## config.mk

```make
export PLATFORM = sky130hd
export DESIGN_NAME = decodeUnit
export DESIGN_NICKNAME = d
export VERILOG_FILES = /design/src/verilog/cpu_pkg.sv /design/src/verilog/decodeUnit.sv
export VERILOG_INCLUDE_DIRS = /design/src /design/src/verilog
export SDC_FILE = /design/constraint.sdc
export NUM_CORES = 1
export LEC_CHECK = 0
export BUFFER_PORTS_ARGS = -buffer_cell sky130_fd_sc_hd__buf_4
export CAP_MARGIN = 5
export CORE_ASPECT_RATIO = 0.6
export CORE_MARGIN = 4
export CORE_UTILIZATION = 29
export CTS_CLUSTER_DIAMETER = 60
export DETAILED_ROUTE_END_ITERATION = 10
export PLACE_DENSITY = 0.55
export SYNTH_ARGS = -nofsm -noshare
export SYNTH_HDL_FRONTEND = slang
export SYNTH_SLANG_ARGS = --single-unit
export TNS_END_PERCENT = 1
```

## constraint.sdc

```tcl
create_clock -name clock -period 8.6 [get_ports clock]
set_clock_uncertainty 0.15 [all_clocks]
set_input_delay 2.58 -clock clock [delete_from_list [all_inputs] [get_ports clock]]
set_output_delay 2.58 -clock clock [all_outputs]
set_load 0.05 [all_outputs]
```

## src/verilog/cpu_consts.svh

```systemverilog
`ifndef CPU_CONSTS_SVH
`define CPU_CONSTS_SVH

// register and alu width
`define DATA_WIDTH      32
`define INSTR_WIDTH     32

// register file size
`define NUM_REGS        16
`define REG_IDX_BITS    4

// instruction memory size
`define IMEM_DEPTH      256
`define IMEM_ADDR_BITS  8

// instruction fields: op | rd | rn | rm/imm
`define OP_HI   31
`define OP_LO   28
`define RD_HI   27
`define RD_LO   24
`define RN_HI   23
`define RN_LO   20
`define RM_HI   19
`define RM_LO   16
`define IMM_HI  15
`define IMM_LO  0

// pc and every register start here
`define RESET_VALUE 0

`endif

```

## src/verilog/cpu_pkg.sv

```systemverilog
`include "cpu_consts.svh"

package cpu_pkg;

   // register value and alu operand
   typedef logic [`DATA_WIDTH-1:0]     dataT;

   // raw instruction word
   typedef logic [`INSTR_WIDTH-1:0]    instrT;

   // register number
   typedef logic [`REG_IDX_BITS-1:0]   regIdxT;

   // instruction memory word address
   typedef logic [`IMEM_ADDR_BITS-1:0] imemAddrT;

   // opcodes, anything not listed runs as NOP
   typedef enum logic [`OP_HI-`OP_LO:0]
   {
      NOP  = 4'd0,
      ADD  = 4'd1,
      SUB  = 4'd2,
      AND  = 4'd3,
      ORR  = 4'd4,
      EOR  = 4'd5,
      ADDI = 4'd6,
      MOVI = 4'd7,
      HALT = 4'd15
   } opcodeT;

endpackage

```

## src/verilog/decodeUnit.sv

```systemverilog
`include "cpu_consts.svh"

module decodeUnit
(
   input  logic              clock,
   input  logic              rstN_i,
   input  logic              run_i,
   input  cpu_pkg::instrT    instr_i,
   input  logic              valid_i,
   input  logic              wbValid_i,
   input  cpu_pkg::regIdxT   wbRd_i,
   input  cpu_pkg::dataT     wbData_i,
   input  cpu_pkg::regIdxT   dbgRegIdx_i,
   output cpu_pkg::dataT     dbgRegData_o,
   output cpu_pkg::opcodeT   exOp_o,
   output cpu_pkg::dataT     exA_o,
   output cpu_pkg::dataT     exB_o,
   output cpu_pkg::dataT     exImm_o,
   output cpu_pkg::regIdxT   exRd_o,
   output cpu_pkg::regIdxT   exRn_o,
   output cpu_pkg::regIdxT   exRm_o,
   output logic              exValid_o
);
   import cpu_pkg::*;

   localparam int ImmBits = `IMM_HI - `IMM_LO + 1;

   dataT   regs [`NUM_REGS];
   opcodeT decOp;
   regIdxT rd;
   regIdxT rn;
   regIdxT rm;
   dataT   immExt;
   dataT   readA;
   dataT   readB;

   // read port with write bypass, new data wins in the same cycle
   function automatic dataT readReg(input regIdxT idx);
      dataT value;
      value = regs[idx];
      if (wbValid_i && (wbRd_i == idx))
      begin
         value = wbData_i;
      end
      return value;
   endfunction

   // register file written from the writeback bundle
   always_ff @(posedge clock or negedge rstN_i)
   begin
      if (!rstN_i)
      begin
         for (int i = 0; i < `NUM_REGS; i++)
         begin
            regs[i] <= dataT'(`RESET_VALUE);
         end
      end
      else if (wbValid_i)
      begin
         regs[wbRd_i] <= wbData_i;
      end
   end

   // field split
   assign rd = instr_i[`RD_HI:`RD_LO];
   assign rn = instr_i[`RN_HI:`RN_LO];
   assign rm = instr_i[`RM_HI:`RM_LO];

   // sign-extended 16-bit immediate
   assign immExt = {{(`DATA_WIDTH-ImmBits){instr_i[`IMM_HI]}}, instr_i[`IMM_HI:`IMM_LO]};

   // unknown codes fold to NOP
   always_comb
   begin
      case (opcodeT'(instr_i[`OP_HI:`OP_LO]))
         ADD, SUB, AND, ORR, EOR, ADDI, MOVI, HALT:
         begin
            decOp = opcodeT'(instr_i[`OP_HI:`OP_LO]);
         end
         default:
         begin
            decOp = NOP;
         end
      endcase
   end

   // two operand ports plus the host debug port
   always_comb
   begin
      readA        = readReg(rn);
      readB        = readReg(rm);
      dbgRegData_o = readReg(dbgRegIdx_i);
   end

   // decode/execute valid, flushed while stopped
   always_ff @(posedge clock or negedge rstN_i)
   begin
      if (!rstN_i)
      begin
         exValid_o <= 1'b0;
      end
      else
      begin
         exValid_o <= valid_i && run_i;
      end
   end

   // decode/execute payload
   always_ff @(posedge clock)
   begin
      exOp_o  <= decOp;
      exA_o   <= readA;
      exB_o   <= readB;
      exImm_o <= immExt;
      exRd_o  <= rd;
      exRn_o  <= rn;
      exRm_o  <= rm;
   end

endmodule

```

Yosys cells after proc, flatten, opt, wreduce, memory -nomap -nowiden
Index checks and enable logic that the tools add are counted.

$lt $le $gt $ge: 5. Eq/ne operators: 11. Mux-type cells: 15. Bitwise gates (word level): 4. Reduce and logical (&&, ||, !) cells: 6.

Operator list (count): $bwmux W512 (1); $bmux W32 S4 (3); $mux W32 (10); $demux W32 S4 (1); $ge A5 B5 Y1 const B (4); $not A4 Y5 (4); $eq A4 B3 Y1 const B (4); $eq A4 B4 Y1 (3); $eq A4 B2 Y1 const B (2); $reduce_or A8 Y1 (1); $logic_and A1 B1 Y1 (5); $lt A5 B1 Y1 const B (1); $eq A4 B1 Y1 const B (1); $eq A4 B4 Y1 const B (1).

Bits in registers: 609. Input port bits: 77. Output and inout port bits: 145. Logic and storage cells: 65.

Logic depth before layout (Yosys ltp)
Depth after elaboration: 6. Gate-level depth with buffers: 7. Depth with buffers taken out: 4.

Least setup slack after synthesis
Ideal clock, no wire load.

Kind: in2out. From: input port dbgRegIdx_i[0]. To: output port dbgRegData_o[10]. Arrival: 4.228 ns. Data required time: 5.870 ns. Path slack: 1.642 ns. Stages on the path: 6. Path buffers: 2. Path through: buf_2 -> buf_2 -> mux4_2 -> a22oi_1 -> nand2_1 -> mux2_2.

Word-level cells in the longest chain between the ends: 5. Elaborated cells between the ends (all ways): 7. Classes of those cells: eq/ne: 1; mux: 4; bitwise: 1; reduce/logical: 1.

RTL lines: start, declared (line decodeUnit.sv:13) `input cpu_pkg::regIdxT dbgRegIdx_i,`; $not A4 Y5 (not written as such) (line decodeUnit.sv:40) `value = regs[idx];`; $bmux W32 S4 (line decodeUnit.sv:40); $mux W32 (not written as such) (2 in a row) (line decodeUnit.sv:40); $mux W32 (*) (line decodeUnit.sv:41) `if (wbValid_i && (wbRd_i == idx))`; end, declared (line decodeUnit.sv:14) `output cpu_pkg::dataT dbgRegData_o,`.

Mark *: on every way between the ends. The rest lies on a longest branch, timed or not. The select of a mux whose other input is x is not followed.

Worst setup path after layout
From: input port dbgRegIdx_i[0]. To: output port dbgRegData_o[3].

The elaborated chain is that of the path after synthesis.

==> flow_metrics.tcl <==
set metrics [dict create \
    post-place-cells 3738 \
    global_route.usage.met3_pct 4.45 \
    timing.final.crit_share_pct 88.0 \
    postCtsSetupBuffers 0 \
    final_cell_count_no_fill 3870 \
    met2_usage_pct 28.1 \
    hold_start "regs[249]" \
    grt_pass1_wl_um 167000 \
    hold_violations 0 \
    synth-simple-area-share_pct 1.83 \
    worstSetupPathDepth 7 \
    dieArea_sq_um 122000 \
    num_vias 22400 \
    fp.coreArea_sq_um 115000 \
    rsz0062_at_grt "no" \
    pwr-share-clk_pct 31.0 \
    fin_crit_ps 7570 \
    critPathMaxStageDelay_ps 520 \
    syn_nets 2295 \
    drt.antenna.violating_nets 0 \
    synthXorXnorAreaFrac_pct 0.312 \
    initial_core_util_pct 29.3 \
    tightest_slew_ps 1280 \
    placementRows 96 \
    hold_slack_ps 392 \
    gr-total-overflow 0 \
    leakage_uw 0.0157 \
    internal_power_uw 6900 \
    path_delay_family "buffers and inverters" \
    clock.fmax_ghz 0.132 \
    path_cells "clkbuf_8, buf_12, mux4_2, a22oi_1, nand2_1, mux2_2, buf_4" \
    clock_tree.htree_level_count 3 \
    post-route-drc-count 0 \
    adder_cell_share_of_the_synthesized_area_pct 0 \
    final_max_slew_viol_count 0 \
    synth_cell_type_count 26 \
    hold_crit_class "flop to flop" \
    library_cell_used_as_clock_root_buffer "sky130_fd_sc_hd__clkbuf_16" \
    groute.layer.met1.usage_pct 25.8 \
    antenna_found_initial 2 \
    hpwl_um 64600 \
    tritoncts_num_sinks 609 \
    drt_iter0_markers 2169 \
    endpoint_kind "primary output" \
    seq_power_share_pct 40.3 \
    port_buffers 221 \
    post_cts_resize_count 0 \
    crit_arrival_ps 4840 \
    ys_top_cells_by_area "sky130_fd_sc_hd__dfrtp_1 (38%), sky130_fd_sc_hd__mux4_2 (26%), sky130_fd_sc_hd__mux2_2 (20%), sky130_fd_sc_hd__dfxtp_1 (5.7%), sky130_fd_sc_hd__a22oi_1 (4.1%)" \
    post_synth_most_frequent_cells "sky130_fd_sc_hd__mux2_2 (604), sky130_fd_sc_hd__dfrtp_1 (513), sky130_fd_sc_hd__mux4_2 (387)" \
    end_of_the_worst_register_to_register_path "exB_o[1]" \
    critPathRequiredTime_ps 5870 \
    largest_family_of_logic_cells_by_synthesized_area "multiplexers" \
    final_core_utilization_pct 34.1 \
    crit_buf_inv 3 \
    synth_warnings 0 \
    yosysTopAreaCell "sky130_fd_sc_hd__dfrtp_1" \
    postSynth.asyncResetShare_pct 84.2 \
    report.final.setup_viol 0 \
    synth.yosys.seq_area_share_pct 43.8 \
    clk-insertion-delay-late_ps 660 \
    cts_tree "yes" \
    first_pass_iters 5 \
    finalSetupTns_ps 0 \
    io_pins 222 \
    chipWidth_um 448 \
    cp-start-kind "input pin" \
    drt-wirelength-per-cell_um 29.3 \
    vdd.ir_drop.worst_v 0.000158 \
    number_of_enable_flip_flop_cells_after_synthesis 0 \
    switching_share_pct 32.2 \
    yosys.cell_count.top_type "sky130_fd_sc_hd__mux2_2" \
    drive_gt1_share_pct 60.0 \
    r2r_cells 4 \
    syn_to_final_growth_pct 16.3 \
    ys.flop_type "sky130_fd_sc_hd__dfrtp_1" \
    busiest_layer "met2" \
    synth_top_area_share_pct 38.1 \
    cts_buffers 71 \
    combPwrFrac_pct 28.7 \
    slowest_stage "sky130_fd_sc_hd__mux4_2" \
    syn_area_sq_um 33700 \
    gp_congestion 0.774 \
    wl_um 114000 \
    post_cts_clock_slew_at_the_launch_and_capture_registers_of_the_worst_setup_and_hold_paths_ps 60 \
    worst-setup-path-type "input pin to primary output" \
    synth.mux.area_fraction_pct 46.2 \
    slew_headroom_pct 14.6 \
    power_density_nw_per_um2 260 \
    vias_in_the_first_global_route 23500 \
    synth_compound_area_share_pct 4.21 \
    die_ht_um 272 \
    crit-reg2reg-launch "regs[65]" \
    max_cap_viol_count 0 \
    global_route_total_usage_across_every_layer_pct 18.5 \
    cts-root-to-sink-buffers 3 \
    crit_path_start "dbgRegIdx_i[0]" \
    power.net_switching_uw 3280 \
    synth.ff_latch_count 609 \
    cts_hold_buffers 0 \
    outcome "finished, final reports clean" \
    worst_setup_path_endpoint "dbgRegData_o[3]" \
    drt-vias-per-instance 5.80 \
    critPathMaxFanout 37 \
    cell_count_after_synthesis 2218 \
    postSynthAreaPerCell_sq_um 15.2 \
    grt_start_max_net_pins 182 \
    design.final.nets 2370 \
    ff2ff_setup_slack_ps 6600 \
]
[routing by layer]
| metal | wire [um] | up-vias |
|---|---|---|
| li1 | - | 8910 |
| met1 | 48800 | 12100 |
| met2 | 51800 | 1120 |
| met3 | 8720 | 267 |
| met4 | 4280 | 0 |
| met5 | 0 | - |
[flip-flops by register name, summed over array words and instances (netlist names)]
signal     cells
regs         512
exA_o         32
exB_o         32
exImm_o       16
exOp_o         4
exRd_o         4
exRm_o         4
exRn_o         4
exValid_o      1
[layout by cell type (no fill, tap or decap), types with 5 or more instances in the layout]
cell type,Yosys,final
sky130_fd_sc_hd__clkbuf_8,0,15
sky130_fd_sc_hd__buf_12,0,10
sky130_fd_sc_hd__a22oi_1,186,186
sky130_fd_sc_hd__clkbuf_16,0,75
sky130_fd_sc_hd__clkinvlp_4,0,5
sky130_fd_sc_hd__buf_4,16,257
sky130_fd_sc_hd__clkinv_2,0,9
sky130_fd_sc_hd__clkbuf_1,114,13
sky130_fd_sc_hd__nand2_1,102,101
sky130_fd_sc_hd__mux2_2,604,604
sky130_fd_sc_hd__nor2b_4,0,6
sky130_fd_sc_hd__dfxtp_1,96,96
sky130_fd_sc_hd__nor2_4,0,12
sky130_fd_sc_hd__mux4_2,387,387
sky130_fd_sc_hd__dfrtp_1,513,513
sky130_fd_sc_hd__xor2_1,9,9
[logic make-up (layout without fill, tap and decap cells)]
group           after synthesis  in the layout
other cells                   0              3
flops                       609            609
mux                         995            995
xor+xnor                     12             12
simple gates                141            141
buf+inv                     272            402
compound gates              189            189
[per-stage QoR]
stage          setup WS (ps)  cell area [sq um]  power (uW)
2_1_floorplan           1640              33700        6160
3_3_place_gp             975              36800        6940
3_5_place_dp             982              36800        7070
4_1_cts                  981              39100       10300
5_1_grt                  867              39200       10600
6_report                1030              39200       10200
[area by class of cell]
type / count / area (sq um)
Antenna cell: 3 / 7.51
Clock buffer: 100 / 2090
Clock inverter: 28 / 293
Fill cell: 11000 / 75600
Multi-Input combinational cell: 1337 / 17900
Sequential cell: 609 / 14800
Tap cell: 1519 / 1900
Timing Repair Buffer: 274 / 2220
[power groups by stage]
stage	Sequential [uW]	Combinational [uW]	Clock (uW)
after detailed placement	4120	2940	0
final	4100	2920	3160
after floorplan	4250	1910	0
after global routing	4180	3110	3360
after CTS	4080	2950	3250
after global placement	4050	2890	0
[worst min path at each step]
stage          cells past startpoint   endpoint  slack, ps
6_report                           1  regs[249]        390
4_1_cts                            1  regs[249]        390
5_1_grt                            1  regs[293]        420
3_5_place_dp                       1  regs[249]        380
3_3_place_gp                       1  regs[102]        360
2_1_floorplan                      1  regs[237]        350
[worst register-to-register path: stages, from the launching register on]
cell and delay, ps:
sky130_fd_sc_hd__dfrtp_1 410, sky130_fd_sc_hd__mux4_2 470, sky130_fd_sc_hd__a22oi_1 360, sky130_fd_sc_hd__nand2_1 180, sky130_fd_sc_hd__mux2_2 300
(Power assumes the default switching activity.)
