`config.mk`:
```
export PLATFORM = sky130hd
export DESIGN_NAME = hostPort
export DESIGN_NICKNAME = d
export VERILOG_FILES = /design/src/verilog/cpu_pkg.sv /design/src/verilog/hostPort.sv
export VERILOG_INCLUDE_DIRS = /design/src /design/src/verilog
export SDC_FILE = /design/constraint.sdc
export NUM_CORES = 1
export LEC_CHECK = 0
export BUFFER_PORTS_ARGS = -buffer_cell sky130_fd_sc_hd__clkbuf_2
export CORE_ASPECT_RATIO = 1.75
export CORE_MARGIN = 2
export CORE_UTILIZATION = 34
export DETAILED_ROUTE_END_ITERATION = 8
export PLACE_DENSITY = 0.8
export SKIP_LAST_GASP = 1
export SYNTH_ARGS = -nofsm -noshare
export SYNTH_HDL_FRONTEND = slang
export SYNTH_SLANG_ARGS = --single-unit
```
`constraint.sdc`:
```
create_clock -name clock -period 3.8 [get_ports clock]
set_input_delay 0.95 -clock clock [delete_from_list [all_inputs] [get_ports clock]]
set_output_delay 0.95 -clock clock [all_outputs]
set_load 0.02 [all_outputs]
```
`src/verilog/cpu_consts.svh`:
```
`ifndef CPU_CONSTS_SVH
`define CPU_CONSTS_SVH

// register and alu width
`define DATA_WIDTH      32
`define INSTR_WIDTH     32

// register file size
`define NUM_REGS        16
`define REG_IDX_BITS    4

// instruction memory size
`define IMEM_DEPTH      256
`define IMEM_ADDR_BITS  8

// instruction fields: op | rd | rn | rm/imm
`define OP_HI   31
`define OP_LO   28
`define RD_HI   27
`define RD_LO   24
`define RN_HI   23
`define RN_LO   20
`define RM_HI   19
`define RM_LO   16
`define IMM_HI  15
`define IMM_LO  0

// pc and every register start here
`define RESET_VALUE 0

`endif

```
`src/verilog/cpu_pkg.sv`:
```
`include "cpu_consts.svh"

package cpu_pkg;

   // register value and alu operand
   typedef logic [`DATA_WIDTH-1:0]     dataT;

   // raw instruction word
   typedef logic [`INSTR_WIDTH-1:0]    instrT;

   // register number
   typedef logic [`REG_IDX_BITS-1:0]   regIdxT;

   // instruction memory word address
   typedef logic [`IMEM_ADDR_BITS-1:0] imemAddrT;

   // opcodes, anything not listed runs as NOP
   typedef enum logic [`OP_HI-`OP_LO:0]
   {
      NOP  = 4'd0,
      ADD  = 4'd1,
      SUB  = 4'd2,
      AND  = 4'd3,
      ORR  = 4'd4,
      EOR  = 4'd5,
      ADDI = 4'd6,
      MOVI = 4'd7,
      HALT = 4'd15
   } opcodeT;

endpackage

```
`src/verilog/hostPort.sv`:
```
module hostPort
(
   input  logic               clock,
   input  logic               rstN_i,
   input  logic               hostReq_i,
   input  logic               hostWe_i,
   input  cpu_pkg::imemAddrT  hostAddr_i,
   input  cpu_pkg::instrT     hostWdata_i,
   output logic               hostAck_o,
   output cpu_pkg::dataT      hostRdata_o,
   output logic               imemWe_o,
   output cpu_pkg::imemAddrT  imemAddr_o,
   output cpu_pkg::instrT     imemWdata_o,
   output cpu_pkg::regIdxT    dbgRegIdx_o,
   input  cpu_pkg::dataT      dbgRegData_i
);
   import cpu_pkg::*;

   // four-phase handshake tracking
   typedef enum logic [1:0] {IDLE, ACK, RELEASE} hostStateT;

   hostStateT state;
   logic      accept;

   // a new request is only taken from idle
   assign accept = (state == IDLE) && hostReq_i;

   // imem write fires on the accepting cycle only
   assign imemWe_o    = accept && hostWe_i;
   assign imemAddr_o  = hostAddr_i;
   assign imemWdata_o = hostWdata_i;

   // low address bits pick the register on reads
   assign dbgRegIdx_o = regIdxT'(hostAddr_i);

   // ack is high for the whole acknowledge phase
   assign hostAck_o = (state == ACK);

   always_ff @(posedge clock or negedge rstN_i)
   begin
      if (!rstN_i)
      begin
         state <= IDLE;
      end
      else
      begin
         case (state)
            IDLE:
            begin
               if (hostReq_i)
               begin
                  state <= ACK;
               end
            end
            // hold until the host drops req
            ACK:
            begin
               if (!hostReq_i)
               begin
                  state <= RELEASE;
               end
            end
            // one quiet cycle with ack low
            default:
            begin
               state <= IDLE;
            end
         endcase
      end
   end

   // read data captured once, stays put while ack is up
   always_ff @(posedge clock)
   begin
      if (accept && !hostWe_i)
      begin
         hostRdata_o <= dbgRegData_i;
      end
   end

endmodule

```
Word level (Yosys, flattened, before mapping)
Index checks and enable logic that the tools add are counted.
{"block": "totals", "ff_bits": 34, "latchBits": 0, "mem_bits_rw": 0, "rom_bits": 0, "in_bits": 76, "out_inout_bits": 78, "elab_cells": 14, "mem_count": 0}
{"block": "classes", "n_addsub": 0, "mul": 0, "n_div": 0, "order_cmp": 0, "n_eq_ne": 3, "shifts": 0, "n_mux": 3, "bitwise_logic": 0, "n_reduce_logical": 6}
{"operator": "2-to-1 mux 2 bit", "n": 2}
{"operator": "inequality test 2 bit, second input constant", "n": 2}
{"operator": "one-hot mux 2 bit (2 select lines)", "n": 1}
{"operator": "logical AND 1 bit", "n": 3}
{"operator": "equality test 2 x 1 -> 1 bit, second input constant", "n": 1}
{"operator": "logical NOT 2 bit", "n": 1}
{"operator": "AND reduction 2 bit", "n": 1}
{"operator": "logical NOT 1 bit", "n": 1}

Depth between registers and ports, before layout
Gate-level depths: netlist of run 1.
{"block": "depth", "ltp_word": 3, "ltp_mapped": 1, "ltp_nobuf": 1}

Worst setup path before layout of run 1
Ideal clock, no wire load.
{"block": "synth_timing", "path_kind": "input port to flip-flop", "startpoint": "input port hostReq_i", "endpoint": "register hostRdata_o[0], enable pin", "setup_ps": 441, "arrival_time_ps": 2772, "t_required_ps": 3359, "path_slack_ps": 586, "stages": 1, "path_buffers": 0, "path_cell_list": "nor4b_2"}
{"block": "synth_via", "elab_chain_cells": 2}
{"element": "from (decl)", "line": "hostPort.sv:5", "rtl": "input logic hostReq_i,"}
{"element": "logical AND 1 bit", "line": "hostPort.sv:26", "rtl": "assign accept = (state == IDLE) && hostReq_i;"}
{"element": "logical AND 1 bit", "line": "hostPort.sv:75", "rtl": "if (accept && !hostWe_i)"}
{"element": "to (signal assigned)", "line": "hostPort.sv:77", "rtl": "hostRdata_o <= dbgRegData_i;"}
{"element": "to (decl)", "line": "hostPort.sv:10", "rtl": "output cpu_pkg::dataT hostRdata_o,"}
Every way passes these cells.
A chain may end at the register's enable or synchronous reset.

Final worst setup path of run 1
{"block": "layout_timing", "startpoint": "input port hostWe_i", "endpoint": "output port imemWe_o"}
{"block": "layout_via", "elab_chain_cells": 1}
{"element": "from (decl)", "line": "hostPort.sv:6", "rtl": "input logic hostWe_i,"}
{"element": "logical AND 1 bit", "line": "hostPort.sv:29", "rtl": "assign imemWe_o = accept && hostWe_i;"}
{"element": "to (decl)", "line": "hostPort.sv:11", "rtl": "output logic imemWe_o,"}
Every way passes these cells.

==> results of run 1 <==
==> routing by layer <==
| layer | global-route usage (%) | wire (um) | vias up |
|---|---|---|---|
| met5 | 0 | 0 | - |
| met4 | 14.5 | 208 | 0 |
| met3 | 18.9 | 1090 | 24 |
| met2 | 26.0 | 1730 | 98 |
| met1 | 9.29 | 658 | 301 |
| li1 | - | - | 309 |
==> worst paths after layout <==
path	cells past startpoint	from	endpoint
worst max-delay path	3	hostWe_i	imemWe_o
worst min-delay path	1	rstN_i	state[0]$_DFFE_PN0P_
worst max register to register	2	state[0]$_DFFE_PN0P_	hostRdata_o[0]$_DFFE_PP_
worst min register to register	1	state[1]$_DFFE_PN0P_	state[1]$_DFFE_PN0P_
max in group asynchronous	1	rstN_i	state[1]$_DFFE_PN0P_
min in group clock	1	state[1]$_DFFE_PN0P_	state[1]$_DFFE_PN0P_
==> cell type report <==
type	instances	area [um^2]	area share [%]
clock buffer	7	76.3	4.86
clock inverter	1	7.51	0.478
multi-input combinational	5	61.3	3.91
sequential	34	1010	64.4
tap	48	60.1	3.83
timing repair buffer	70	353	22.5
==> power groups by stage <==
stage          clock [mW]  sequential, mW  combinational (mW)
2_1_floorplan           0           0.453              0.0776
3_3_place_gp            0           0.438              0.0569
3_5_place_dp            0           0.439              0.0582
4_1_cts             0.261           0.431              0.0585
5_1_grt             0.275           0.432              0.0632
6_report            0.246           0.431              0.0573
==> flip-flops by register name (all words and copies together) (netlist names) <==
| signal | flops |
|---|---|
| state | 2 |
| hostRdata_o | 32 |
==> critical path, stage by stage <==
cell and delay [ns]:
clkbuf_2 0.12, and4bb_2 0.23, clkbuf_2 0.16
==> cell families after synthesis <==
kind of cell	share of synthesized area, %
buf+inv	23.7
flops	72.5
simple gates	3.77
==> metrics by stage <==
stage	setup slack (ns)	std cells	hold slack [ns]	utilization, %	area (um^2)
final	1.38	165	0.448	40.2	1570
after global routing	1.36	165	0.430	40.2	1570
after CTS	1.37	165	0.429	40.2	1570
after detailed placement	1.37	157	0.568	38.0	1490
after global placement	1.41	157	0.515	38.0	1490
after floorplan	0.586	83	0.468	-	1390
==> cells in the mapped netlist (all sizes together) <==
cell and instances:
buf 44, and2b 2, nor4b 1, edfxtp 32, nor3b 1, and4bb 1
dfrtp 2
==> flow_metrics.env, run 1 <==
export IMPL_crit_fanout=2
export IMPL_viasPerCell=4.44
export IMPL_setup_tns_ns=0
export IMPL_required_ns=2.85
export IMPL_postSynthNetCount=159
export IMPL_core_area_um2=3900
export IMPL_criticalPathCategory="in -> out"
export IMPL_tightest_slew_ns=0.621
export IMPL_clk_latency_ns=0.28
export IMPL_hold_viol_final=0
export IMPL_drive_gt1_share_pct=68.4
export IMPL_power_switching_uw=154
export IMPL_grt_max_degree=24
export IMPL_ys_ff_latch=34
export IMPL_clk_pin_slew_worst_paths_ns=0.06
export IMPL_fin_nets=192
export IMPL_ys_types=7
export IMPL_mostFrequentLayoutCell="clkbuf_2"
export IMPL_start_kind="input pin"
export IMPL_cp_arrival_ns=1.47
export IMPL_cts_root_buf="clkbuf_8"
export IMPL_peakVddDrop_mv=0.237
export IMPL_die_area_um2=4650
export IMPL_p_int_uw=579
export IMPL_clock_sinks=34
export IMPL_synth_top_area_share_pct=68.9
export IMPL_firstDrtPassIters=3
export IMPL_grt_pass1_vias=837
export IMPL_relSlewSlack_pct=58.4
export IMPL_total_power_uw=734
export IMPL_ant_nets=0
export IMPL_rows=30
export IMPL_die_w_um=52.4
export IMPL_syn_avg_cell_area_um2=16.8
export IMPL_die_h_um=88.7
export IMPL_gp_congestion=0.766
export IMPL_start_util_pct=35.7
export IMPL_antennaDiodeCount=0
export IMPL_yosys_area_top_type="edfxtp_1"
export IMPL_ys_warn_count=0
export IMPL_totalWireLength_mm=3.69
export IMPL_vias=732
export IMPL_hpwlAfterDp_mm=3.23
export IMPL_ios=154
export IMPL_cts_resized=0
export IMPL_post_cts_setup_buffers=0
export IMPL_io_buffer_count=69
export IMPL_cts_buffer_depth=2
export IMPL_comb_power_share_pct=7.8
export IMPL_synth_area_leaders="edfxtp_1, buf_4, dfrtp_1"
export IMPL_p_sw_share_pct=21.0
export IMPL_grt_pass1_wl_mm=4.94
export IMPL_ctsHoldBuffers=0
export IMPL_regToRegSetupSlack_ns=2.01
export IMPL_htreeDepth=2
export IMPL_p_clk_share_pct=33.5
export IMPL_synth_seq_area_share_pct=72.5
export IMPL_max_freq_ghz=0.413
export IMPL_maxCapViolations=0
export IMPL_antenna_found_initial=0
export IMPL_status="finished clean"
export IMPL_finalSetupViolCount=0
export IMPL_layout_min_cycle_time_ns=2.42
export IMPL_p_leak_nw=0.671
export IMPL_power_density_nw_per_um2=468
export IMPL_critPathCaptureType="output port"
export IMPL_layout_common_cells="clkbuf_2, edfxtp_1, clkbuf_8"
export IMPL_fin_skew_ns=0.00425
export IMPL_rsz0062_at_grt="false"
export IMPL_numCtsBuffers=5
export IMPL_seqPwrFrac_pct=58.7
export IMPL_syn_area_um2=1390
export IMPL_drc=0
export IMPL_routedWlPerCell_um=22.4
export IMPL_cts_tree="built"
export IMPL_area_growth_pct=12.6
export IMPL_fin_crit_sh_pct=63.7
export IMPL_drt_iter0_markers=23
export IMPL_synth_cells=83
export IMPL_slew_violations=0
export IMPL_fill_cells=380
export IMPL_grt_usage_pct=16.9
export IMPL_hp_class="in -> async"
export IMPL_overflow=0
Note: power is estimated with default switching activity, not from simulation.
==> run 2: changes to the inputs <==
Settings changed: CORE_UTILIZATION 34 to 30, PLACE_DENSITY 0.8 to 0.75.
Clock period 3.8 ns to 2.1 ns, I/O delays scaled along.
==> run 2 against run 1 <==
  * Final area up 1.1%
  * Register-to-register slack worse by 1.4 ns
  * Highest routed layer unchanged
  * Critical endpoint unchanged
  * Critical path depth decreased by 1
  * Setup slack got worse by 0.98 ns
  * First-iteration DRC count fell by 78%
  * Final cell count rose by 1.8%
  * Via count shrank 1.9%
  * Largest cell class unchanged
==> flow_metrics.env, run 2 (synthesis gave the netlist of run 1 again) <==
export IMPL_area_growth_pct=13.8
export IMPL_clock_sinks=34
export IMPL_numCtsBuffers=5
export IMPL_finalSetupViolCount=0
export IMPL_regToRegSetupSlack_ns=0.60
export IMPL_core_area_um2=4440
export IMPL_start_kind="flop"
export IMPL_clk_latency_ns=0.27
export IMPL_power_density_nw_per_um2=836
export IMPL_ant_nets=0
export IMPL_total_power_mw=1.33
export IMPL_drive_gt1_share_pct=69.2
export IMPL_relSlewSlack_pct=67.1
export IMPL_status="finished clean"
export IMPL_fin_nets=192
export IMPL_grt_pass1_vias=771
export IMPL_cp_arrival_ns=1.17
export IMPL_ctsHoldBuffers=0
export IMPL_start_util_pct=31.4
export IMPL_drt_iter0_markers=5
export IMPL_overflow=0
export IMPL_clk_pin_slew_worst_paths_ns=0.07
export IMPL_peakVddDrop_mv=0.482
export IMPL_die_w_um=55.5
export IMPL_cp_slowest_cell="dfrtp_1"
export IMPL_ios=154
export IMPL_setup_tns_ns=0
export IMPL_largestRegisters="hostRdata_o: 32 flops, state: 2 flops"
export IMPL_antenna_found_initial=0
export IMPL_rows=32
export IMPL_slew_violations=0
export IMPL_cts_root_buf="clkbuf_8"
export IMPL_dp_cells=160
export IMPL_crit_chain="and4bb_2 > clkbuf_2"
export IMPL_max_freq_ghz=0.589
export IMPL_reg2reg_to="hostRdata_o[18]$_DFFE_PP_"
export IMPL_crit_path_max_incr_delay_ns=0.43
export IMPL_layout_min_cycle_time_ns=1.70
export IMPL_htreeDepth=2
export IMPL_required_ns=1.57
export IMPL_tightest_slew_ns=0.492
export IMPL_cts_buffer_depth=2
export IMPL_grt_max_degree=28
export IMPL_layout_common_cells="clkbuf_2, edfxtp_1, clkbuf_8"
export IMPL_largest_register="hostRdata_o"
export IMPL_cts_resized=0
export IMPL_totalWireLength_mm=3.06
export IMPL_rr_worst_depth=2
export IMPL_cts_tree="built"
export IMPL_startpoint="state[1]$_DFFE_PN0P_"
export IMPL_criticalPathCategory="reg -> out"
export IMPL_hold_viol_final=0
export IMPL_dp_worst_setup_slack_ns=0.428
export IMPL_post_cts_setup_buffers=0
export IMPL_fin_skew_ns=0.00525
export IMPL_maxCapViolations=0
export IMPL_p_leak_nw=0.678
export IMPL_hpwlAfterDp_mm=2.63
export IMPL_critPathCaptureType="output port"
export IMPL_routedWlPerCell_um=18.2
export IMPL_stdcell_count=168
export IMPL_die_area_um2=5230
export IMPL_drc=0
export IMPL_timing_hold_ws_ns=0.0290
export IMPL_mostFrequentLayoutCell="clkbuf_2"
export IMPL_grt_usage_pct=12.2
export IMPL_setup_ws_ns=0.402
export IMPL_fin_crit_sh_pct=80.9
export IMPL_crit_fanout=5
export IMPL_viasPerCell=4.27
export IMPL_io_buffer_count=69
export IMPL_vias=718
export IMPL_grt_pass1_wl_mm=4.37
export IMPL_gp_congestion=0.673
export IMPL_die_h_um=94.2
export IMPL_largest_reg_flops=32
export IMPL_rsz0062_at_grt="false"
export IMPL_hp_class="in -> async"
export IMPL_r2r_start="state[0]$_DFFE_PN0P_"
export IMPL_firstDrtPassIters=4
export IMPL_antennaDiodeCount=0
run 2: cell types whose count changed in the layout (fill, tap and decap cells not counted):
cell / change
clkbuf_1: -2
buf_12: +1
buf_4: -1
clkinv_1: +1
clkinv_2: +1
run 2: power by group:
part / internal [mW] / switching [mW] / leakage, nW
clock: 0.226 / 0.214 / 0.0416
sequential: 0.770 / 0.00855 / 0.319
combinational: 0.0467 / 0.0604 / 0.317
run 2: metrics by stage:
stage,utilization [%],cell area [um^2]
CTS,35.7,1590
global placement,33.8,1500
floorplan,-,1400
detailed placement,33.8,1500
global route,35.7,1590
finish,35.7,1590
run 2: worst max-delay path, delay by kind of cell, from the launching register on:
family,cells,cell delay [ns]
DFF,1,0.43
buffers and inverters,1,0.16
and+or+nand+nor,1,0.31
run 2: final cells by class:
cell class / count / area (um^2)
flip-flops and latches: 34 / 1010
clock inverters: 3 / 16.3
repair buffers: 70 / 365
well taps: 51 / 63.8
multi-input cells: 5 / 61.3
fillers: 450 / 2860
clock buffers: 5 / 68.8
run 2: worst max path at each step:
stage                                     to  slack [ns]
CTS                                 imemWe_o        0.38
floorplan           hostRdata_o[0]$_DFFE_PP_        0.05
finish                              imemWe_o        0.40
detailed placement  hostRdata_o[0]$_DFFE_PP_        0.43
global route                        imemWe_o        0.34
global placement    hostRdata_o[0]$_DFFE_PP_        0.45
run 2: routing by layer:
metal  global-route usage [%]  wire length (um)  vias to the layer above  share of wire (%)
li1                         -                 -                      308                  -
met1                     8.10               671                      297                 22
met2                     17.9              1420                       78                 46
met3                     12.4               737                       35                 24
met4                     12.2               233                        0                7.6
met5                        0                 0                        -                  0
==> run 3: changes to the inputs <==
Settings changed: CORE_UTILIZATION 30 to 34, PLACE_DENSITY 0.75 to 0.8.
Clock period 2.1 ns to 1.6 ns, I/O delays scaled along.
==> run 3 against run 2 <==
  * Non-clock buffer count grew 2
  * Highest routed layer unchanged
  * Final area barely moved
  * Via count is 0.28% higher
  * Worst hold slack better by 0.27 ns
  * First-iteration DRC count increased to 3.0 times the previous value
  * Sequential power up 31%
==> flow_metrics.env, run 3 (synthesis gave the netlist of run 1 again) <==
export IMPL_status="finished clean"
export IMPL_cp_arrival_ns=1.16
export IMPL_regToRegSetupSlack_ns=0.30
export IMPL_holdCritStartpoint="dbgRegData_i[25]"
export IMPL_drc=0
export IMPL_r2r_start="state[1]$_DFFE_PN0P_"
export IMPL_crit_fanout=5
export IMPL_dp_cells=158
export IMPL_hp_class="in -> reg"
export IMPL_relSlewSlack_pct=86.2
export IMPL_holdPathStages=1
export IMPL_core_area_um2=3900
export IMPL_criticalPathCategory="reg -> out"
export IMPL_clock_sinks=34
export IMPL_clk_pin_slew_worst_paths_ns=0.06
export IMPL_top_layer="met4"
export IMPL_met3_length_um=362
export IMPL_stdcell_count=167
export IMPL_power_density_nw_per_um2=1090
export IMPL_firstDrtPassIters=3
export IMPL_finalSetupViolCount=0
export IMPL_start_kind="flop"
export IMPL_viasPerCell=4.31
export IMPL_critPathCaptureType="output port"
export IMPL_die_h_um=88.7
export IMPL_largest_reg_flops=32
export IMPL_crit_path_max_incr_delay_ns=0.44
export IMPL_largest_register="hostRdata_o"
export IMPL_postPlaceCellArea_um2=1490
export IMPL_drt_iter0_markers=15
export IMPL_multi_input_area_um2=61.3
export IMPL_cts_buffer_depth=2
export IMPL_antennaDiodeCount=0
export IMPL_cts_tree="built"
export IMPL_fin_skew_ns=0.00210
export IMPL_layout_min_cycle_time_ns=1.56
export IMPL_cp_slowest_cell="dfrtp_2"
export IMPL_cts_root_buf="clkbuf_8"
export IMPL_grt_usage_pct=11.8
export IMPL_rsz0062_at_grt="false"
export IMPL_maxCapViolations=0
export IMPL_max_freq_ghz=0.640
export IMPL_rr_worst_depth=2
export IMPL_grt_pass1_wl_mm=3.80
export IMPL_seq_area_um2=1010
export IMPL_die_w_um=52.4
export IMPL_clk_latency_ns=0.27
export IMPL_postLayoutCoreUtil_pct=40.6
export IMPL_antenna_found_initial=0
export IMPL_vias=720
export IMPL_rows=30
export IMPL_required_ns=1.20
export IMPL_start_util_pct=35.7
export IMPL_fin_nets=194
export IMPL_routedWlPerCell_um=16.9
export IMPL_ios=154
export IMPL_min_to="hostRdata_o[25]$_DFFE_PP_"
export IMPL_peakVddDrop_mv=0.508
export IMPL_area_growth_pct=13.7
export IMPL_reg2reg_to="hostRdata_o[28]$_DFFE_PP_"
export IMPL_largestRegisters="hostRdata_o: 32 flops, state: 2 flops"
export IMPL_m1WireLength_um=800
export IMPL_overflow=0
export IMPL_drive_gt1_share_pct=68.9
export IMPL_grt_pass1_vias=784
export IMPL_p_leak_nw=0.684
export IMPL_tightest_slew_ns=0.206
export IMPL_fin_area_um2=1590
export IMPL_totalWireLength_mm=2.82
export IMPL_fill_cells=381
export IMPL_htreeDepth=2
export IMPL_hold_viol_final=0
export IMPL_slew_violations=0
export IMPL_grt_max_degree=18
export IMPL_numCtsBuffers=5
export IMPL_mostFrequentLayoutCell="clkbuf_2"
export IMPL_gp_congestion=0.685
export IMPL_crit_chain="and4bb_2 > clkbuf_2"
export IMPL_route_met2_wl_mm=1.33
export IMPL_ant_nets=0
export IMPL_layout_common_cells="clkbuf_2, edfxtp_1, clkbuf_8"
export IMPL_die_area_um2=4650
export IMPL_fin_crit_sh_pct=97.7
export IMPL_io_buffer_count=69
run 3: worst max-delay path: cells and delay by family (launching register included):
| kind | cells | cell delay [ns] |
|---|---|---|
| DFF | 1 | 0.44 |
| buffers and inverters | 1 | 0.16 |
| and+or+nand+nor | 1 | 0.29 |
run 3: layer usage:
layer	track usage (%)	up-vias
met5	0	-
met4	17.0	0
met3	4.39	49
met2	16.6	45
met1	10.5	314
li1	-	312
run 3: report_power, final:
part | internal, mW | switching, mW | total (mW)
Clock | 0.298 | 0.271 | 0.570
Sequential | 1.01 | 0.0122 | 1.02
Combinational | 0.0612 | 0.0791 | 0.140
Total | 1.37 | 0.363 | 1.73
run 3: layout make-up:
class	instances	share of cell area, %
well taps	48	3.79
flip-flops and latches	34	63.9
clock buffers	6	4.58
multi-input cells	5	3.87
clock inverters	2	0.552
repair buffers	72	23.4
run 3: what timing repair did:
action                                  4_1_cts  5_1_grt
hold buffers                                  1        0
gates resized for setup                       0        1
endpoints found under the setup margin        0        1
setup buffers                                 0        0
hold endpoints to repair                      2        0
run 3: stage by stage:
stage | power, mW | TNS (ns) | hold WS, ns | setup slack, ns
2_1_floorplan | 1.26 | -12.43 | 0.104 | -0.388
3_3_place_gp | 1.18 | 0 | 0.185 | 0.216
3_5_place_dp | 1.18 | 0 | 0.190 | 0.195
4_1_cts | 1.76 | 0 | 0.290 | 0.00890
5_1_grt | 1.79 | 0 | 0.291 | 0.00627
6_report | 1.73 | 0 | 0.301 | 0.0364
run 3: worst max path at each step:
stage | from | end | slack [ns]
global route | state[0]$_DFFE_PN0P_ | imemWe_o | 0.006
detailed placement | hostWe_i | hostRdata_o[27]$_DFFE_PP_ | 0.19
CTS | state[1]$_DFFE_PN0P_ | imemWe_o | 0.009
floorplan | state[1]$_DFFE_PN0P_ | hostRdata_o[0]$_DFFE_PP_ | -0.39
global placement | hostWe_i | hostRdata_o[6]$_DFFE_PP_ | 0.22
finish | state[1]$_DFFE_PN0P_ | imemWe_o | 0.04
