<file path="src/verilog/cpu_consts.svh">
`ifndef CPU_CONSTS_SVH
`define CPU_CONSTS_SVH

// register and alu width
`define DATA_WIDTH      32
`define INSTR_WIDTH     32

// register file size
`define NUM_REGS        16
`define REG_IDX_BITS    4

// instruction memory size
`define IMEM_DEPTH      256
`define IMEM_ADDR_BITS  8

// instruction fields: op | rd | rn | rm/imm
`define OP_HI   31
`define OP_LO   28
`define RD_HI   27
`define RD_LO   24
`define RN_HI   23
`define RN_LO   20
`define RM_HI   19
`define RM_LO   16
`define IMM_HI  15
`define IMM_LO  0

// pc and every register start here
`define RESET_VALUE 0

`endif

</file>
<file path="src/verilog/cpu_pkg.sv">
`include "cpu_consts.svh"

package cpu_pkg;

   // register value and alu operand
   typedef logic [`DATA_WIDTH-1:0]     dataT;

   // raw instruction word
   typedef logic [`INSTR_WIDTH-1:0]    instrT;

   // register number
   typedef logic [`REG_IDX_BITS-1:0]   regIdxT;

   // instruction memory word address
   typedef logic [`IMEM_ADDR_BITS-1:0] imemAddrT;

   // opcodes, anything not listed runs as NOP
   typedef enum logic [`OP_HI-`OP_LO:0]
   {
      NOP  = 4'd0,
      ADD  = 4'd1,
      SUB  = 4'd2,
      AND  = 4'd3,
      ORR  = 4'd4,
      EOR  = 4'd5,
      ADDI = 4'd6,
      MOVI = 4'd7,
      HALT = 4'd15
   } opcodeT;

endpackage

</file>
<file path="src/verilog/executeUnit.sv">
module executeUnit
(
   input  logic              clock,
   input  logic              rstN_i,
   input  logic              run_i,
   input  cpu_pkg::opcodeT   exOp_i,
   input  cpu_pkg::dataT     exA_i,
   input  cpu_pkg::dataT     exB_i,
   input  cpu_pkg::dataT     exImm_i,
   input  cpu_pkg::regIdxT   exRd_i,
   input  cpu_pkg::regIdxT   exRn_i,
   input  cpu_pkg::regIdxT   exRm_i,
   input  logic              exValid_i,
   output logic              wbValid_o,
   output cpu_pkg::regIdxT   wbRd_o,
   output cpu_pkg::dataT     wbData_o,
   output logic              halted_o
);
   import cpu_pkg::*;

   dataT opA;
   dataT opB;
   dataT aluResult;
   logic writesReg;

   // forward the previous result into either operand
   // wbValid_o is only set by writing opcodes
   always_comb
   begin
      opA = exA_i;
      opB = exB_i;
      if (wbValid_o && (wbRd_o == exRn_i))
      begin
         opA = wbData_o;
      end
      if (wbValid_o && (wbRd_o == exRm_i))
      begin
         opB = wbData_o;
      end
   end

   // alu, wraps mod 2^32
   always_comb
   begin
      aluResult = '0;
      writesReg = 1'b1;
      case (exOp_i)
         ADD:
         begin
            aluResult = opA + opB;
         end
         SUB:
         begin
            aluResult = opA - opB;
         end
         AND:
         begin
            aluResult = opA & opB;
         end
         ORR:
         begin
            aluResult = opA | opB;
         end
         EOR:
         begin
            aluResult = opA ^ opB;
         end
         ADDI:
         begin
            aluResult = opA + exImm_i;
         end
         MOVI:
         begin
            aluResult = exImm_i;
         end
         // NOP and HALT leave the registers alone
         default:
         begin
            writesReg = 1'b0;
         end
      endcase
   end

   // execute/writeback control and sticky halt
   always_ff @(posedge clock or negedge rstN_i)
   begin
      if (!rstN_i)
      begin
         wbValid_o <= 1'b0;
         halted_o  <= 1'b0;
      end
      else if (!run_i)
      begin
         wbValid_o <= 1'b0;
         halted_o  <= 1'b0;
      end
      else
      begin
         wbValid_o <= exValid_i && writesReg;
         // rises as HALT leaves execute
         if (exValid_i && (exOp_i == HALT))
         begin
            halted_o <= 1'b1;
         end
      end
   end

   // writeback payload
   always_ff @(posedge clock)
   begin
      wbRd_o   <= exRd_i;
      wbData_o <= aluResult;
   end

endmodule

</file>
<file path="config.mk">
export PLATFORM = sky130hd
export DESIGN_NAME = executeUnit
export DESIGN_NICKNAME = d
export VERILOG_FILES = /design/src/verilog/cpu_pkg.sv /design/src/verilog/executeUnit.sv
export VERILOG_INCLUDE_DIRS = /design/src /design/src/verilog
export SDC_FILE = /design/constraint.sdc
export NUM_CORES = 1
export LEC_CHECK = 0
export BUFFER_PORTS_ARGS = -buffer_cell sky130_fd_sc_hd__buf_2
export CAP_MARGIN = 5
export CORE_MARGIN = 2
export CORE_UTILIZATION = 55
export CTS_CLUSTER_DIAMETER = 80
export CTS_CLUSTER_SIZE = 10
export DETAILED_ROUTE_END_ITERATION = 8
export GPL_TIMING_DRIVEN = 0
export PLACE_DENSITY_LB_ADDON = 0.1
export SETUP_SLACK_MARGIN = 0.5
export SKIP_CTS_REPAIR_TIMING = 1
export SLEW_MARGIN = 5
export SYNTH_ARGS = -nofsm -noshare
export SYNTH_HDL_FRONTEND = slang
export SYNTH_SLANG_ARGS = --single-unit
</file>
<file path="constraint.sdc">
create_clock -name clock -period 5.6 [get_ports clock]
set_input_delay 0.28 -clock clock [delete_from_list [all_inputs] [get_ports clock]]
set_output_delay 0.28 -clock clock [all_outputs]
set_load 0.05 [all_outputs]
</file>
# Word-level counts from Yosys, hierarchy flattened
# Cells that the tools add are included.
# op_classes
addsub,3
eq_ne,11
mux,7
bitwise,3
reduce_logical,5
# ops
cell,n
$pmux W32 S7,1
$add A32 B32 Y32,2
$mux W32,2
$and A32 B32 Y32,1
$or A32 B32 Y32,1
$sub A32 B32 Y32,1
$xor A32 B32 Y32,1
$eq A4 B3 Y1 const B,4
$eq A4 B2 Y1 const B,2
$eq A4 B4 Y1,2
$reduce_or A7 Y1,1
$eq A4 B1 Y1 const B,1
$eq A4 B4 Y1 const B,1
$logic_and A1 B1 Y1,4
$mux W1,4
$ne A2 B1 Y1 const B,1
# totals
ff_bits,38
out_inout_bits,38
elab_cells,33

# Depth between registers and ports, before layout
# Gate-level depths: netlist of run 1.
# depth
ltp_word,5
depth_mapped,21

# Least setup slack after synthesis of run 1
# Ideal clock, no wire load.
# synth_timing
path_type,register -> register
startpoint,reg wbRd_o[3]
endpoint,reg wbData_o[20]
setup_ns,0.116
t_arrival_ns,5.099
slack_ns,0.385
stages_incl_launch_ff,19
path_cell_list,dfxtp_1 > xnor2_1 > nand3_1 > nor2_2 > buf_2 > buf_2 > mux2i_1 > a21oi_1 > o221a_2 > fa_1 > a21o_1 > a21oi_1 > o21ai_0 > a32o_1 > o21a_1 > o21ai_0 > a21boi_0 > or3_1 > a31o_2
# synth_via
elab_chain_len,5
elab_cells_between_ends,13
# synth_lines
item,line_no,source
start: declaration,executeUnit.sv:15,"output cpu_pkg::regIdxT wbRd_o,"
start signal: assignment,executeUnit.sv:111,wbRd_o <= exRd_i;
"$eq A4 B4 Y1, on equally long branches","executeUnit.sv:32, executeUnit.sv:36",
"$logic_and A1 B1 Y1, on equally long branches","executeUnit.sv:32, executeUnit.sv:36",
"$mux W32, on equally long branches","executeUnit.sv:32, executeUnit.sv:36",
"$add A32 B32 Y32, or another cell as far along",executeUnit.sv:70,aluResult = opA + exImm_i;
$pmux W32 S7 (*),executeUnit.sv:47,case (exOp_i)
via aluResult[20],executeUnit.sv:23,dataT aluResult;
end signal: assignment,executeUnit.sv:112,wbData_o <= aluResult;
end: declaration,executeUnit.sv:16,"output cpu_pkg::dataT wbData_o,"
# Mark *: on every way through the listed nets, which the timed path passes. The rest lies on a longest branch.
# A chain may end at the register's enable or synchronous reset.

# Worst setup path in the final report of run 1
# layout_timing
startpoint,reg wbRd_o[0]
endpoint,reg wbData_o[30]
# Same word-level chain as after synthesis.

==> impl_metrics.py, run 1 <==
metrics = {
    "finish": {
        "final_cells": 1169,
        "n_antenna_cell": 0,
        "nets": 1236,
        "n_fill_cell": 1056,
        "multi_input_area_mm2": 0.00528,
        "layout-drive-gt1-share": 0.212,
        "regArea_um2": 776,
        "area_growth_pct": 19.9,
        "final_area_mm2": 0.00763,
    },
    "yosys": {
        "ys_top_cells_by_area": "ha_1 18%, dfxtp_1 11%, mux2i_1 9.7%",
        "yosysTopAreaCell": "ha_1",
        "synth_ff_type": "dfxtp_1",
        "syn_nets": 1074,
        "yosys_warnings": 0,
        "syn_avg_cell_area_um2": 7.38,
        "yosys.cell_types.count": 68,
        "seq_area_frac_synth": 0.121,
        "async_reset_ff_frac": 0.0526,
        "synth_top_area_share": 0.185,
        "ys_ff_latch": 38,
        "synth_cells": 863,
        "synth-edff-count": 0,
        "syn_area_mm2": 0.00637,
    },
    "hold_path": {
        "hold_path_depth": 1,
        "hold_start": "exRd_i[0]",
        "hp-class": "in2reg",
        "hold_path_end": "wbRd_o[0]$_DFF_P_",
    },
    "placed_design": {
        "hpwlAfterDp_um": 18800,
        "io_buffers": 151,
        "place_area_mm2": 0.00731,
        "gp_congestion": 0.999,
        "dpl.cell_count": 1157,
    },
    "timing": {
        "fin_skew_ps": 9.07,
        "slew_viol_final": 0,
        "hold_viol_final": 0,
        "tightest_slew_ps": 1100,
        "rsz0062_at_grt": "true",
        "fin_setup_tns_ps": 0,
        "max_freq_ghz": 0.202,
        "setup_violations": 0,
        "relSlewSlack": 0.263,
        "post-route-min-period_ps": 4960,
        "fin_crit_sh": 0.885,
        "holdWs_ps": 71.6,
    },
    "global_routing": {
        "overflow": 0,
        "grt_usage": 0.393,
        "grt_pass1_vias": 6872,
        "grt_pass1_wl_um": 37800,
        "antenna_found_initial": 0,
        "grt_max_degree": 12,
    },
    "detailed_routing": {
        "totalWireLength_um": 25200,
        "ant_nets": 0,
        "vias": 7474,
        "vias_per_cell": 6.39,
        "drt_iter0_drc": 764,
        "wire_per_inst_um": 21.6,
        "drc": 0,
        "firstDrtPassIters": 5,
    },
    "die": {
        "dieHeight_um": 112,
        "floorplan.initialDensity": 0.560,
        "coreArea_mm2": 0.0114,
        "boundaryPins": 154,
        "die_w_um": 112,
        "dieArea_mm2": 0.0125,
        "fp-row-count": 39,
    },
    "critical_path": {
        "r2r_slack_ps": 640,
        "r2r-end": "wbData_o[30]$_DFF_P_",
        "crit_path_start_kind": "register",
        "crit_buf_inv": 2,
        "critPathArrivalTime_ps": 5140,
        "cp_data_required_time_ps": 5780,
        "setup.worst_path.class": "reg2reg",
        "path_delay_family": "compound AO/OA/AOI/OAI gates",
        "cpMostUsedCell": "a21oi_1",
        "cp-end-kind": "register",
        "crit_path_cell_trace": "xnor2_1, nand3_2, nor2_4, buf_4, buf_8, mux2i_4, a21oi_1, o221a_2, fa_1, a21o_1, a21oi_1, o21ai_1, a32o_1, o21a_1, o21ai_2, o22ai_1, or4_1, o311ai_0",
        "worstRegToRegCells": 18,
        "crit_fanout": 10,
        "r2r_start": "wbRd_o[0]$_DFF_P_",
        "path_depth": 18,
        "cpPeakStageDelay_ps": 470,
        "cp_slowest_cell": "fa_1",
    },
    "power_and_ir_drop": {
        "power_density_mw_per_mm2": 180,
        "power_mw": 1.38,
        "vdd_drop_max_uv": 182,
        "cellLeakagePower_nw": 3.52,
    },
    "clocking": {
        "clk_pin_slew_ps": 70,
        "cts_buffer_depth": 2,
        "cts_root_buf": "clkbuf_16",
        "insertion_delay_ps": 310,
        "cts_tree": "done",
        "cts.sinks": 38,
        "htree_num_levels": 2,
        "cts_buffers": 5,
    },
    "run": {
        "drv_cap": 0,
    },
    "run_status": {
        "status": "completed",
    },
}
## registers in the layout, indices dropped and copies added, names as in the netlist
name,cells
wbData_o,32
wbRd_o,4
halted_o,1
wbValid_o,1
## kinds of logic after synthesis
kind of cell | synth area share
compound gates | 0.276
xor+xnor | 0.0564
fa+ha+maj | 0.188
buf+inv | 0.0678
flops | 0.121
mux | 0.0992
simple gates | 0.192
## Yosys cell counts, drive strengths merged, types with 3 or more instances
library cell and n:
ha 94, nor2 77, inv 72, a21oi 71
mux2i 62, nand2 59, o21ai 37, dfxtp 36
clkbuf 35, nand3 29, a22oi 28, o211ai 28
nor3 27, xnor2 27, a21o 15, xor2 14
or3 13, o221ai 10, nor4 9, and2 8
a211oi 7, and3 7, buf 7, o22ai 7
nand2b 6, o221a 6, or4 6, a21boi 5
a221oi 4, nand4 4, a221o 3, a22o 3
a31o 3, a31oi 3, o211a 3, o21a 3
o31ai 3, o41ai 3, or2 3
## cells in the final DEF, fill, tap and decap left out, drive strengths merged, types with 15 or more instances in the layout
master / n
buf: 159
ha: 94
nor2: 77
inv: 72
a21oi: 71
mux2i: 62
nand2: 59
clkbuf: 44
o21ai: 37
dfxtp: 36
nand3: 29
o211ai: 28
a22oi: 28
nor3: 27
xnor2: 27
a21o: 15
## report_power, final
| group | leakage (nW) | switching (mW) | internal (mW) |
|---|---|---|---|
| registers | 0.326 | 0.0397 | 0.303 |
| logic | 3.12 | 0.455 | 0.256 |
| clock network | 0.0739 | 0.145 | 0.178 |
| total | 3.52 | 0.640 | 0.737 |
## through the flow
step                      setup slack (ps)   util
after floorplan                        571      -
after global placement                -971  0.643
after detailed placement              -926  0.643
after CTS                             -907  0.656
after global routing                   468  0.671
final                                  644  0.671
## routing by layer
layer | global-route usage | wire length, um
met5 | 0 | 0
met1 | 0.510 | 9860
met3 | 0.0991 | 3300
met4 | 0.184 | 1320
met2 | 0.612 | 10800
## how the worst max path moves through the flow
stage	from	end	slack [ps]
floorplan	wbRd_o[2]$_DFF_P_	wbData_o[20]$_DFF_P_	570
global placement	exRm_i[0]	wbData_o[30]$_DFF_P_	-970
detailed placement	exRm_i[0]	wbData_o[30]$_DFF_P_	-930
CTS	wbRd_o[0]$_DFF_P_	wbData_o[30]$_DFF_P_	-910
global route	wbRd_o[0]$_DFF_P_	wbData_o[30]$_DFF_P_	470
finish	wbRd_o[0]$_DFF_P_	wbData_o[30]$_DFF_P_	640
## cell type report
cell class,count,area share
clock inverters,1,0.000656
multi-input cells,711,0.692
well taps,143,0.0234
plain buffers,42,0.0249
repair buffers,155,0.104
flip-flops and latches,38,0.102
inverters,72,0.0354
clock buffers,7,0.0187
No activity file was read; power rests on OpenSTA's default activity.
==> inputs of run 2 (changes only) <==
==> constraint.sdc (replaced) <==
create_clock -name clock -period 6.4 [get_ports clock]
set_input_delay 0.32 -clock clock [delete_from_list [all_inputs] [get_ports clock]]
set_output_delay 0.32 -clock clock [all_outputs]
set_load 0.05 [all_outputs]
==> run 2 against run 1 <==
  * Utilization shrank 1.2 points
  * Highest routed layer unchanged
  * Wire length shrank 2.4%
  * First-iteration DRC count shrank 1.2%
==> impl_metrics.py, run 2 (synthesis results as in run 1) <==
metrics = {
    "hold_path": {
        "hold_start": "exRd_i[0]",
        "hp-class": "in2reg",
        "hold_path_depth": 1,
        "hold_path_end": "wbRd_o[0]$_DFF_P_",
    },
    "finish": {
        "multi_input_area_mm2": 0.00517,
        "area_growth_pct": 17.7,
        "layout-drive-gt1-share": 0.182,
        "final_common_cell": "buf_2",
        "largest_register": "wbData_o",
        "final_cells": 1168,
        "n_antenna_cell": 0,
        "regArea_um2": 771,
        "nets": 1235,
        "largest_reg_flops": 32,
        "reg.largest.list": "wbData_o (32), wbRd_o (4)",
        "final_cell_mix": "152 x buf_2, 94 x ha_1, 76 x nor2_1",
        "final_area_mm2": 0.00749,
        "n_fill_cell": 1099,
    },
    "critical_path": {
        "cp_slowest_cell": "nor3_1",
        "crit_path_start_kind": "register",
        "crit_path_cell_trace": "xnor2_1, and2_1, clkbuf_1, nand2_1, clkbuf_2, o41ai_1, nand2_1, a21oi_1, nor2_1, a211oi_1, ha_1, a21o_1, a21o_1, a2111oi_0, nor3_1, nor3_1, o21ai_0, o41ai_1, xor2_1, o21ai_1",
        "cpPeakStageDelay_ps": 460,
        "setup.worst_path.class": "reg2reg",
        "r2r_start": "wbRd_o[1]$_DFF_P_",
        "crit_fanout": 10,
        "cp-end-kind": "register",
        "r2r_slack_ps": 740,
        "worstRegToRegCells": 20,
        "cp_data_required_time_ps": 6560,
        "r2r-end": "wbData_o[31]$_DFF_P_",
        "critPathArrivalTime_ps": 5820,
    },
    "detailed_routing": {
        "firstDrtPassIters": 6,
        "ant_nets": 0,
        "drt_iter0_drc": 755,
        "vias": 7557,
        "totalWireLength_um": 24600,
        "vias_per_cell": 6.47,
        "drc": 0,
        "wire_per_inst_um": 21.1,
    },
    "power_and_ir_drop": {
        "cellLeakagePower_nw": 3.47,
        "power_density_mw_per_mm2": 158,
        "vdd_drop_max_uv": 145,
    },
    "clocking": {
        "cts_root_buf": "clkbuf_16",
        "cts.sinks": 38,
        "htree_num_levels": 2,
        "cts_buffers": 5,
        "cts_buffer_depth": 2,
        "cts_tree": "done",
        "clk_pin_slew_ps": 70,
        "insertion_delay_ps": 310,
    },
    "timing": {
        "max_freq_ghz": 0.177,
        "setup_violations": 0,
        "fin_skew_ps": 15.1,
        "post-route-min-period_ps": 5660,
        "tightest_slew_ps": 1190,
        "fin_crit_sh": 0.884,
        "relSlewSlack": 0.205,
        "slew_viol_final": 0,
        "rsz0062_at_grt": "false",
        "hold_viol_final": 0,
        "fin_setup_tns_ps": 0,
    },
    "die": {
        "coreArea_mm2": 0.0114,
        "fp-row-count": 39,
        "floorplan.initialDensity": 0.560,
        "dieArea_mm2": 0.0125,
        "dieHeight_um": 112,
        "boundaryPins": 154,
        "die_w_um": 112,
    },
    "global_routing": {
        "grt_usage": 0.386,
        "antenna_found_initial": 0,
        "overflow": 0,
        "grt_pass1_vias": 6884,
        "grt_pass1_wl_um": 37700,
        "grt_max_degree": 13,
    },
    "placed_design": {
        "place_area_mm2": 0.00730,
        "io_buffers": 151,
        "gp_congestion": 1.04,
        "hpwlAfterDp_um": 18500,
        "dpl.cell_count": 1157,
    },
    "run": {
        "drv_cap": 0,
    },
    "run_status": {
        "status": "completed",
    },
}
## run 2: changes by cell type in the layout (fill, tap and decap cells not counted), moves of 3 or more
cell      previous run  this run
clkbuf_1            29        34
o21ai_0             30        33
dfxtp_2              4         0
clkbuf_2             8         1
dfxtp_1             32        36
## run 2: report_power, final
group	internal, mW	total (mW)	switching [mW]
clock network	0.155	0.284	0.129
registers	0.265	0.299	0.0338
logic	0.215	0.605	0.390
total	0.635	1.19	0.552
## run 2: worst max-delay path, delay by kind of cell (launching register included)
family	cells	cell delay (ps)
AO/OA/AOI/OAI	9	2400
adder cells (fa/ha/maj)	1	310
XOR/XNOR	2	440
AND/OR/NAND/NOR	6	1310
buffers and inverters	2	700
flip-flops	1	340
## run 2: layout make-up
| type | instances | share of cell area |
|---|---|---|
| clock inverters | 2 | 0.00167 |
| multi-input cells | 711 | 0.690 |
| inverters | 72 | 0.0361 |
| repair buffers | 154 | 0.104 |
| well taps | 143 | 0.0239 |
| plain buffers | 42 | 0.0224 |
| flip-flops and latches | 38 | 0.103 |
| clock buffers | 6 | 0.0185 |
## run 2: layer usage
layer | up-vias | track usage | share of wire
met1 | 3420 | 0.521 | 0.39
met4 | 0 | 0.151 | 0.046
met3 | 84 | 0.0784 | 0.14
met5 | - | 0 | 0
met2 | 555 | 0.608 | 0.43
li1 | 3498 | - | -
## run 2: worst max path at each step
stage,startpoint,slack [ps],depth (start not counted),endpoint
after floorplan,wbRd_o[3]$_DFF_P_,1190,18,wbData_o[20]$_DFF_P_
after global placement,exRm_i[0],-130,19,wbData_o[30]$_DFF_P_
after detailed placement,exRm_i[2],-170,19,wbData_o[30]$_DFF_P_
after CTS,wbRd_o[0]$_DFF_P_,-100,18,wbData_o[30]$_DFF_P_
after global routing,wbRd_o[2]$_DFF_P_,500,18,wbData_o[30]$_DFF_P_
final,wbRd_o[1]$_DFF_P_,740,20,wbData_o[31]$_DFF_P_
## run 2: through the flow
stage | hold WS, ps | worst slack (ps) | power (mW) | util
CTS | -213 | -102 | 1.17 | 0.656
finish | 115 | 741 | 1.19 | 0.659
global route | 116 | 500 | 1.24 | 0.659
detailed placement | 108 | -174 | 0.891 | 0.642
floorplan | 24.4 | 1190 | 0.718 | -
global placement | 106 | -129 | 0.888 | 0.642
==> inputs of run 3 (changes only) <==
--- a/config.mk
+++ b/config.mk
@@ -14,7 +14,7 @@
 export CTS_CLUSTER_SIZE = 10
 export DETAILED_ROUTE_END_ITERATION = 8
 export GPL_TIMING_DRIVEN = 0
-export PLACE_DENSITY_LB_ADDON = 0.1
+export PLACE_DENSITY = 0.82
 export SETUP_SLACK_MARGIN = 0.5
 export SKIP_CTS_REPAIR_TIMING = 1
 export SLEW_MARGIN = 5
==> run 3 against run 2 <==
  * First-iteration DRC count fell by 3.2%
  * Utilization up 0.23 points
  * Sequential share of layout area about the same
  * Cell count stayed put
  * Sequential power about the same
  * Via count shrank 0.61%
  * Wire length decreased by 2.0%
  * Maximum frequency is 0.25% lower
  * Highest routed layer unchanged
  * Count of clock-buffer cells in the layout fell by 1
  * Power increased by 1.9%
  * Cell area up 0.35%
==> impl_metrics.py, run 3 (synthesis results as in run 1) <==
metrics = {
    "hold_path": {
        "hold_path_depth": 1,
        "hp-class": "in2reg",
        "hold_start": "exRd_i[0]",
        "hold_path_end": "wbRd_o[0]$_DFF_P_",
    },
    "global_routing": {
        "overflow": 0,
        "grt_usage": 0.374,
        "grt_pass1_wl_um": 37100,
        "antenna_found_initial": 0,
        "grt_pass1_vias": 6953,
        "grt_max_degree": 13,
    },
    "die": {
        "coreArea_mm2": 0.0114,
        "dieArea_mm2": 0.0125,
        "floorplan.initialDensity": 0.560,
        "boundaryPins": 154,
        "fp-row-count": 39,
        "die_w_um": 112,
        "dieHeight_um": 112,
    },
    "critical_path": {
        "crit_path_cell_trace": "xnor2_1, and3_1, clkbuf_1, nand2_1, clkbuf_2, o41ai_1, nand2_1, a21oi_1, nor2_1, a211oi_1, ha_1, a21o_1, a21o_1, a2111oi_0, nor3_1, nor3_1, o21ai_0, o41ai_1, xor2_1, o21ai_1",
        "setup.worst_path.class": "reg2reg",
        "r2r_start": "wbRd_o[2]$_DFF_P_",
        "cp_slowest_cell": "nor3_1",
        "crit_fanout": 10,
        "worstRegToRegCells": 20,
        "cp-end-kind": "register",
        "r2r-end": "wbData_o[31]$_DFF_P_",
        "r2r_slack_ps": 730,
        "critPathArrivalTime_ps": 5830,
        "cpPeakStageDelay_ps": 480,
        "cp_data_required_time_ps": 6550,
        "crit_path_start_kind": "register",
    },
    "clocking": {
        "clk_pin_slew_ps": 60,
        "cts_tree": "done",
        "htree_num_levels": 2,
        "cts_root_buf": "clkbuf_16",
        "cts.sinks": 38,
        "insertion_delay_ps": 300,
        "cts_buffer_depth": 2,
        "cts_buffers": 5,
    },
    "placed_design": {
        "gp_congestion": 1.04,
        "io_buffers": 151,
        "pre_cts_slack_ps": -129,
        "place_area_mm2": 0.00730,
        "hpwlAfterDp_um": 18100,
        "dpl.cell_count": 1157,
    },
    "power_and_ir_drop": {
        "p_int_mw": 0.664,
        "p_clk_frac": 0.253,
        "p_sw_mw": 0.546,
        "combPwrFrac": 0.500,
        "cellLeakagePower_nw": 3.48,
        "power_mw": 1.21,
        "vdd_drop_max_uv": 104,
        "power_density_mw_per_mm2": 161,
        "seqPwrFrac": 0.248,
        "sw_frac_of_total": 0.451,
    },
    "detailed_routing": {
        "firstDrtPassIters": 5,
        "drc": 0,
        "vias_per_cell": 6.43,
        "ant_nets": 0,
        "vias": 7511,
        "wire_per_inst_um": 20.7,
        "drt_iter0_drc": 731,
        "totalWireLength_um": 24200,
    },
    "finish": {
        "final_cells": 1168,
        "nets": 1235,
        "utilization": 0.661,
        "largest_register": "wbData_o",
        "final_common_cell": "buf_2",
        "largest_reg_flops": 32,
        "area_growth_pct": 18.1,
        "n_fill_cell": 1059,
        "final_area_mm2": 0.00752,
        "final_cell_mix": "152 x buf_2, 94 x ha_1, 76 x nor2_1",
        "reg.largest.list": "wbData_o (32), wbRd_o (4)",
        "layout-drive-gt1-share": 0.183,
        "n_antenna_cell": 0,
    },
    "timing": {
        "hold_viol_final": 0,
        "max_freq_ghz": 0.176,
        "tightest_slew_ps": 1200,
        "fin_skew_ps": 11.4,
        "holdWs_ps": 125,
        "setup_ws_ps": 727,
        "slew_viol_final": 0,
        "fin_setup_tns_ps": 0,
        "setup_violations": 0,
        "relSlewSlack": 0.197,
        "rsz0062_at_grt": "false",
        "post-route-min-period_ps": 5670,
        "fin_crit_sh": 0.886,
    },
    "run": {
        "drv_cap": 0,
    },
    "run_status": {
        "status": "completed",
    },
}
[run 3: cell count changes in the layout (fill, tap and decap cells not counted), sizes merged]
cell / change
bufinv: +1
clkbuf: -1
clkinv: +1
clkinvlp: -1
[run 3: routing by layer]
metal / vias to the layer above / GRT usage / share of wire
met5: - / 0 / 0
met4: 0 / 0.170 / 0.044
met3: 89 / 0.0599 / 0.11
met2: 484 / 0.607 / 0.44
met1: 3434 / 0.490 / 0.40
li1: 3504 / - / -
[run 3: area by class of cell]
type	count	area, um2	area share
inverters	72	270	0.0359
flip-flops and latches	38	771	0.102
clock inverters	3	40.0	0.00532
multi-input cells	711	5190	0.690
repair buffers	154	781	0.104
plain buffers	42	168	0.0223
clock buffers	5	125	0.0166
well taps	143	179	0.0238
[run 3: power groups by stage]
stage               clock, mW  sequential, mW  combinational [mW]
CTS                     0.302           0.298               0.590
floorplan                   0           0.391               0.327
global placement            0           0.302               0.581
global route            0.312           0.303               0.652
finish                  0.306           0.300               0.604
detailed placement          0           0.303               0.587
[run 3: how the worst max path moves through the flow]
stage | startpoint | to | slack (ps) | cells after the start
CTS | wbRd_o[2]$_DFF_P_ | wbData_o[30]$_DFF_P_ | -70 | 18
global placement | exRm_i[2] | wbData_o[30]$_DFF_P_ | -70 | 19
global route | wbRd_o[1]$_DFF_P_ | wbData_o[31]$_DFF_P_ | 530 | 20
finish | wbRd_o[2]$_DFF_P_ | wbData_o[31]$_DFF_P_ | 730 | 20
floorplan | wbRd_o[3]$_DFF_P_ | wbData_o[20]$_DFF_P_ | 1190 | 18
detailed placement | exRm_i[2] | wbData_o[30]$_DFF_P_ | -130 | 19
[run 3: worst max-delay path, delay by kind of cell, from the launching register on]
kind,cells,cell delay (ps)
AO/OA/AOI/OAI,9,2380
AND/OR/NAND/NOR,6,1320
buffers and inverters,2,730
XOR/XNOR,2,420
flip-flops,1,340
adder cells (fa/ha/maj),1,330
